`src/design/merge_pkg.sv`:
```
// Shared beat, egress bus and arbiter state types for the packet merger
package merge_pkg;

        // --------------------------------------------------
        // Widths
        // --------------------------------------------------
        // Payload bits per beat
        localparam int DATA_W = 16;

        // Egress source index width for two sources
        localparam int SRC_IDX_W = 1;

        // --------------------------------------------------
        // Bus types
        // --------------------------------------------------
        // One ingress beat as stored in a source FIFO
        typedef struct packed {
                logic [DATA_W-1:0] data;
                // Marks the final beat of a packet
                logic              last;
        } beat_t;

        // Egress beat tagged with the source it came from
        typedef struct packed {
                beat_t                beat;
                logic [SRC_IDX_W-1:0] src;
        } egress_t;

        // Arbiter FSM states
        typedef enum logic {
                ARB_IDLE   = 1'b0,
                ARB_LOCKED = 1'b1
        } arb_state_t;

endpackage : merge_pkg

```
`src/design/counter_bin.sv`:
```
// Binary FIFO pointer counter with an address field and a wrap bit
`timescale 1ns/1ps

module counter_bin #(
        parameter int WIDTH = 4,
        parameter int MAX   = 8
) (
        input  logic             axi_aclk,
        input  logic             axi_aresetn,
        input  logic             i_enable,
        output logic [WIDTH-1:0] o_curr,
        output logic [WIDTH-1:0] o_next
);

        // Address field sits below the wrap bit
        logic w_at_max;

        // Last valid address reached
        assign w_at_max = (o_curr[WIDTH-2:0] == (WIDTH-1)'(MAX - 1));

        always_comb begin
                o_next = o_curr;
                if (i_enable) begin
                        if (w_at_max) begin
                                // Address back to zero, wrap bit flips
                                o_next = {~o_curr[WIDTH-1], {(WIDTH-1){1'b0}}};
                        end else begin
                                o_next = o_curr + 1'b1;
                        end
                end
        end

        // Pointer register
        always_ff @(posedge axi_aclk) begin
                if (!axi_aresetn) begin
                        o_curr <= '0;
                end else begin
                        o_curr <= o_next;
                end
        end

endmodule : counter_bin

```
`src/design/fifo_control.sv`:
```
// FIFO status block that registers full, empty and occupancy from the next pointers
`timescale 1ns/1ps

module fifo_control #(
        parameter int DEPTH  = 8,
        parameter int ADDR_W = 3
) (
        input  logic            axi_aclk,
        input  logic            axi_aresetn,
        input  logic [ADDR_W:0] i_wr_ptr_next,
        input  logic [ADDR_W:0] i_rd_ptr_next,
        output logic [ADDR_W:0] o_count,
        output logic            o_full,
        output logic            o_empty
);

        // --------------------------------------------------
        // Pointer fields
        // --------------------------------------------------
        logic [ADDR_W-1:0] w_wr_addr;
        logic [ADDR_W-1:0] w_rd_addr;
        logic              w_wr_wrap;
        logic              w_rd_wrap;
        logic [ADDR_W:0]   w_count_next;

        assign w_wr_addr = i_wr_ptr_next[ADDR_W-1:0];
        assign w_rd_addr = i_rd_ptr_next[ADDR_W-1:0];
        assign w_wr_wrap = i_wr_ptr_next[ADDR_W];
        assign w_rd_wrap = i_rd_ptr_next[ADDR_W];

        // Occupancy from address distance
        always_comb begin
                if (w_wr_wrap == w_rd_wrap) begin
                        // Same lap
                        w_count_next = {1'b0, w_wr_addr} - {1'b0, w_rd_addr};
                end else begin
                        // Writer one lap ahead, works for any depth
                        w_count_next = (ADDR_W+1)'(DEPTH) + {1'b0, w_wr_addr}
                                       - {1'b0, w_rd_addr};
                end
        end

        // --------------------------------------------------
        // Registered flags
        // --------------------------------------------------
        // Flags update on the same edge as the pointer registers
        always_ff @(posedge axi_aclk) begin
                if (!axi_aresetn) begin
                        o_full  <= 1'b0;
                        o_empty <= 1'b1;
                        o_count <= '0;
                end else begin
                        o_full  <= (w_wr_addr == w_rd_addr) && (w_wr_wrap != w_rd_wrap);
                        o_empty <= (i_wr_ptr_next == i_rd_ptr_next);
                        o_count <= w_count_next;
                end
        end

        // Pointer distance stays within the array
        a_count_bound : assert property (@(posedge axi_aclk) disable iff (!axi_aresetn)
                o_count <= (ADDR_W+1)'(DEPTH))
                else $error("fifo_control count 0x%0h above depth", o_count);

        // Flags agree with the occupancy, so never both set
        a_full_empty : assert property (@(posedge axi_aclk) disable iff (!axi_aresetn)
                (o_full == (o_count == (ADDR_W+1)'(DEPTH)))
                && (o_empty == (o_count == '0)))
                else $error("fifo_control full %0b empty %0b at count 0x%0h",
                            o_full, o_empty, o_count);

endmodule : fifo_control

```
`src/design/gaxi_fifo_sync.sv`:
```
// Synchronous valid/ready beat FIFO with registered flags and combinational head read
`timescale 1ns/1ps

module gaxi_fifo_sync #(
        parameter int DEPTH = 8
) (
        input  logic             axi_aclk,
        input  logic             axi_aresetn,
        input  logic             i_wr_valid,
        output logic             o_wr_ready,
        input  merge_pkg::beat_t i_wr_beat,
        output logic             o_rd_valid,
        input  logic             i_rd_ready,
        output merge_pkg::beat_t o_rd_beat
);

        import merge_pkg::*;

        // Pointer address width
        localparam int AW = $clog2(DEPTH);

        // --------------------------------------------------
        // Local signals
        // --------------------------------------------------
        logic [AW:0]   r_wr_ptr;
        logic [AW:0]   r_rd_ptr;
        logic [AW:0]   w_wr_ptr_next;
        logic [AW:0]   w_rd_ptr_next;
        logic [AW-1:0] w_wr_addr;
        logic [AW-1:0] w_rd_addr;
        logic [AW:0]   w_count;
        logic          w_full;
        logic          w_empty;
        logic          w_write;
        logic          w_read;

        // Beat storage
        beat_t r_mem [DEPTH];

        // Handshakes on both sides
        assign w_write = i_wr_valid && o_wr_ready;
        assign w_read  = o_rd_valid && i_rd_ready;

        // Write pointer
        counter_bin #(
                .WIDTH (AW + 1),
                .MAX   (DEPTH)
        ) wr_ptr_inst (
                .axi_aclk    (axi_aclk),
                .axi_aresetn (axi_aresetn),
                .i_enable    (w_write),
                .o_curr      (r_wr_ptr),
                .o_next      (w_wr_ptr_next)
        );

        // Read pointer
        counter_bin #(
                .WIDTH (AW + 1),
                .MAX   (DEPTH)
        ) rd_ptr_inst (
                .axi_aclk    (axi_aclk),
                .axi_aresetn (axi_aresetn),
                .i_enable    (w_read),
                .o_curr      (r_rd_ptr),
                .o_next      (w_rd_ptr_next)
        );

        // Flags from next pointers so they line up with the pointer registers
        fifo_control #(
                .DEPTH  (DEPTH),
                .ADDR_W (AW)
        ) ctrl_inst (
                .axi_aclk      (axi_aclk),
                .axi_aresetn   (axi_aresetn),
                .i_wr_ptr_next (w_wr_ptr_next),
                .i_rd_ptr_next (w_rd_ptr_next),
                .o_count       (w_count),
                .o_full        (w_full),
                .o_empty       (w_empty)
        );

        assign o_wr_ready = !w_full;
        assign o_rd_valid = !w_empty;

        // --------------------------------------------------
        // Memory
        // --------------------------------------------------
        assign w_wr_addr = r_wr_ptr[AW-1:0];
        assign w_rd_addr = r_rd_ptr[AW-1:0];

        always_ff @(posedge axi_aclk) begin
                if (w_write) begin
                        r_mem[w_wr_addr] <= i_wr_beat;
                end
        end

        // Head of queue, no read latency
        assign o_rd_beat = r_mem[w_rd_addr];

        // No write slips in while full
        a_no_wr_full : assert property (@(posedge axi_aclk) disable iff (!axi_aresetn)
                w_write |-> !((w_wr_addr == w_rd_addr) && (r_wr_ptr[AW] != r_rd_ptr[AW])))
                else $error("gaxi_fifo_sync write while full, wr_ptr 0x%0h", r_wr_ptr);

        // No read while empty
        a_no_rd_empty : assert property (@(posedge axi_aclk) disable iff (!axi_aresetn)
                w_read |-> (r_rd_ptr != r_wr_ptr))
                else $error("gaxi_fifo_sync read while empty, rd_ptr 0x%0h", r_rd_ptr);

        // Occupancy follows the handshakes one edge later
        a_count_track : assert property (@(posedge axi_aclk) disable iff (!axi_aresetn)
                1'b1 |=> (w_count == $past(w_count) + (AW+1)'($past(w_write))
                          - (AW+1)'($past(w_read))))
                else $error("gaxi_fifo_sync count 0x%0h off from handshakes", w_count);

endmodule : gaxi_fifo_sync

```
`config.mk`:
```
export PLATFORM = sky130hd
export DESIGN_NAME = gaxi_fifo_sync
export DESIGN_NICKNAME = d
export VERILOG_FILES = /design/src/design/merge_pkg.sv /design/src/design/counter_bin.sv /design/src/design/fifo_control.sv /design/src/design/gaxi_fifo_sync.sv
export SDC_FILE = /design/constraint.sdc
export NUM_CORES = 1
export LEC_CHECK = 0
export ABC_CLOCK_PERIOD_IN_PS = 2750
export BUFFER_PORTS_ARGS = -buffer_cell sky130_fd_sc_hd__buf_2
export CAP_MARGIN = 20
export CORE_MARGIN = 4
export CORE_UTILIZATION = 35
export CTS_CLUSTER_DIAMETER = 40
export CTS_CLUSTER_SIZE = 8
export DETAILED_ROUTE_END_ITERATION = 8
export PLACE_DENSITY = 0.62
export RECOVER_POWER = 25
export SYNTH_ARGS = -nofsm -noshare
export SYNTH_HDL_FRONTEND = slang
export SYNTH_SLANG_ARGS = --single-unit
```
`constraint.sdc`:
```
create_clock -name axi_aclk -period 2.75 [get_ports axi_aclk]
set_input_delay 0.4125 -clock axi_aclk [delete_from_list [all_inputs] [get_ports axi_aclk]]
set_output_delay 0.4125 -clock axi_aclk [all_outputs]
set_load 0.03 [all_outputs]
```
==> summary.md <==
| Metric | Value |
|---|---|
| Clock sinks | ~150 |
| CTS-repair resized insts | 0 |
| Post-Synthesis Net Count | 285 |
| Launching element type of the critical path | register |
| Outcome | complete, no violations |
| R2R depth | 8 |
| Horiz. Die Dim | 136.5 microns |
| Power density over cell area | 742.7 mW/mm^2 |
| Placement-stage cell area | 0.006326 sq mm |
| Top post-synthesis cells by area | edfxtp_1 71%, mux4_1 15%, dfxtp_1 3.5%, mux2_2 3.3%, mux2i_1 1.0% |
| Critical-path maximum fanout | 14 |
| Crit Path Category | reg2out |
| Pin slew with the least headroom to its limit | 0.6419 ns |
| Max-cap violations | 0 |
| Wire length of the first global-routing pass | 16300 microns |
| Total inserted antenna cells | 0 |
| Num ports | 40 |
| Average instance area after synthesis | 22.24 sq um |
| Startpoint of the most critical setup path | rd_ptr_inst.o_curr[0]$_SDFF_PN0_ |
| Non-filler cells in the finished layout | 548 |
| Cell row count | 46 |
| WL final | around 11000 microns |
| Terminus of the critical flop-to-flop path | ctrl_inst.o_empty$_SDFF_PN1_ |
| Effective utilization at floorplan | 36.01% |
| Number of hold buffers added after CTS | 0 |
| Root buf cell | clkbuf_16 |
| Gr ovfl total | 0 |
| HPWL Detailed | 6230 microns |
| Area of all placed cells without fillers | ~0.0069 sq mm |
| Drt first pass iters | 4 |
| Final weighted congestion in routability-driven placement | about 0.78 |
| FF+latch count, synth | around 150 |
| Filler cells | roughly 1400 |
| Synthesis-to-layout area growth | 18.98% |
| Ratio of cells with drive above 1 in the final layout | slightly below 30% |
| Cell count after placement | 517 |
| Max-slew violations | 0 |
| Clock H-tree levels | 4 |
| Crit path time final | ~2.7 ns |
| YS warnings | 0 |
| Final number of hold-violating endpoints | 0 |
| Number of buffers inserted by port buffering | 39 |
| Maximum vdd ir drop | 0.0004254 V |
| Setup-violating endpoint count in the final report | 0 |
| Area enclosed by the die boundary | about 0.019 sq mm |
| Data required, critical path | 2.34 ns |
| Detailed-route wire length per cell | around 19 microns |
| Number of buffers created by CTS | 17 |
| WP data arrival | around 2.2 ns |
| Leading area contributor after synthesis | edfxtp_1 |
| Detailed-route via count | between 2000 and 3000 |
| Maximum number of pins on one net before global-route repair | 18 |
| Final clock period utilization by the worst path | 96.37% |
| Buffer levels on the longest clock path | 2 |
| Area share of the largest cell type after synthesis | 70.63% |
| Worst slew margin relative to its limit | between 50 and 60% |
| Largest clock skew in the final design | around 0.0068 ns |
| Final Net Count | between 300 and 400 |
| Number of nets with antenna violations after routing | 0 |
| Vertical die dimension | 136.5 microns |
| Total global routing track utilization | 12.20% |
| Crit path capture | o_rd_beat[10] |
| Leak Pwr | 2.283 nW |
| Count of cell types in the netlist | 26 |
| DRC | 0 |
| Reg-to-reg setup timing slack | 0.53 ns |
| Clk_lat worst skew | 0.41 ns |
| Post-synthesis sequential area ratio | between 70% and 80% |
| Core footprint | ~0.016 sq mm |
| Path type of the worst min-delay path | in2reg |
| Setup Fix Bufs, Post-CTS | 0 |
| Count of mapped cells out of synthesis | 260 |
| First DRT Iteration DRCs | around 190 |
| Setup repair after global routing missed its margin | no |
| Via count of the first global-routing pass | 2828 |
| Setup TNS | 0 ns |
| Category of the worst setup path capture point | output pin |
| Clock edge transition at the registers on the reported setup and hold paths | around 0.060 ns |
| Post-synth design cell area | 0.005782 sq mm |
| DR vias/cell | slightly below 5 |
| Peak Freq | 0.3773 GHz |
| Initial antenna violation count | 0 |
| CTS tree | done |
| Critical R2R Launch | rd_ptr_inst.o_curr[1]$_SDFF_PN0_ |
-- cells in the final DEF (no fill, tap or decap), drive strengths merged --
cell type	Yosys	layout
clkbuf	5	29
clkinvlp	0	5
ha	4	4
nor3b	1	1
a31oi	1	1
xnor2	4	4
mux2	17	17
and3	1	1
clkinv	1	6
o21ai	2	2
bufinv	0	2
mux2i	6	6
nor2b	2	2
buf	7	42
edfxtp	136	136
nand2	1	1
mux4	34	34
xor2	2	2
nor2	14	14
nand2b	3	3
nand3	2	2
nor4	1	1
nor3	4	4
dfxtp	10	10
inv	2	3
-- cells in the mapped netlist, drive strengths merged --
cell type and count:
a31oi 1, and3 1, buf 7, clkbuf 5, clkinv 1, dfxtp 10, edfxtp 136, ha 4
inv 2, mux2 17, mux2i 6, mux4 34, nand2 1, nand2b 3, nand3 2, nor2 14
nor2b 2, nor3 4, nor3b 1, nor4 1, o21ai 2, xnor2 4, xor2 2
-- layout make-up --
| cell class | instances | area, sq um | share of cell area (%) |
|---|---|---|---|
| sequential | 146 | 4285 | 62.30 |
| multi-input combinational | 99 | 1434 | 20.84 |
| clock buffer | 18 | 429.2 | 6.239 |
| timing repair buffer | 53 | 311.5 | 4.529 |
| tap | 216 | 270.3 | 3.929 |
| clock inverter | 13 | 137.6 | 2.001 |
| inverter | 3 | 11.26 | 0.1637 |
-- cell families (layout without fill, tap and decap cells) --
group | after synthesis | in the layout | share of synthesized area [%]
buf+inv | 15 | 87 | 1.558
xor+xnor | 6 | 6 | 0.9089
mux | 57 | 57 | 19.74
compound gates | 3 | 3 | 0.3463
simple gates | 29 | 29 | 2.489
flops | 146 | 146 | 74.10
fa+ha+maj | 4 | 4 | 0.8656
-- stage by stage --
step	total power [mW]	setup slack, ns	hold slack, ns	util [%]
after floorplan	2.857	0.02837	0.4855	-
after global placement	2.989	0.5052	0.5062	39.40
after detailed placement	2.998	0.5005	0.5104	39.40
after CTS	5.171	0.05044	0.1912	42.93
after global routing	5.300	0.003121	0.2163	42.84
final	5.109	0.09992	0.2093	42.84
-- how the worst min path moves through the flow --
stage	cells after the start	slack [ns]	start	to
2_1_floorplan	2	0.49	rd_ptr_inst.o_curr[3]$_SDFF_PN0_	rd_ptr_inst.o_curr[3]$_SDFF_PN0_
3_3_place_gp	2	0.51	rd_ptr_inst.o_curr[3]$_SDFF_PN0_	rd_ptr_inst.o_curr[3]$_SDFF_PN0_
3_5_place_dp	2	0.51	rd_ptr_inst.o_curr[3]$_SDFF_PN0_	rd_ptr_inst.o_curr[3]$_SDFF_PN0_
4_1_cts	2	0.19	axi_aresetn	ctrl_inst.o_empty$_SDFF_PN1_
5_1_grt	2	0.22	axi_aresetn	ctrl_inst.o_empty$_SDFF_PN1_
6_report	2	0.21	axi_aresetn	ctrl_inst.o_empty$_SDFF_PN1_
-- layer usage --
layer | vias to the layer above | share of wire, % | track usage [%]
met3 | 12 | 3.3 | 3.603
met5 | - | 0 | 0
li1 | 1216 | - | -
met4 | 0 | 1.3 | 4.087
met1 | 1378 | 43 | 14.87
met2 | 42 | 52 | 20.81
-- worst max-delay path, cell delays in order (launching register included) --
cell and delay [ns]:
dfxtp_2 0.58, buf_12 0.22, mux4_1 0.57, mux2_2 0.28, buf_2 0.18
-- power by group --
part	internal (mW)	switching, mW
Combinational	0.186	0.239
Sequential	2.49	0.0301
Clock	1.33	0.844
Total	4.00	1.11
-- state kept, by name, summed over array words and instances, names as in the netlist --
| register | cells |
|---|---|
| rd_ptr_inst.o_curr | 4 |
| wr_ptr_inst.o_curr | 4 |
| ctrl_inst.o_empty | 1 |
| ctrl_inst.o_full | 1 |
| r_mem | 136 |
No activity file was read; power rests on OpenSTA's default activity.
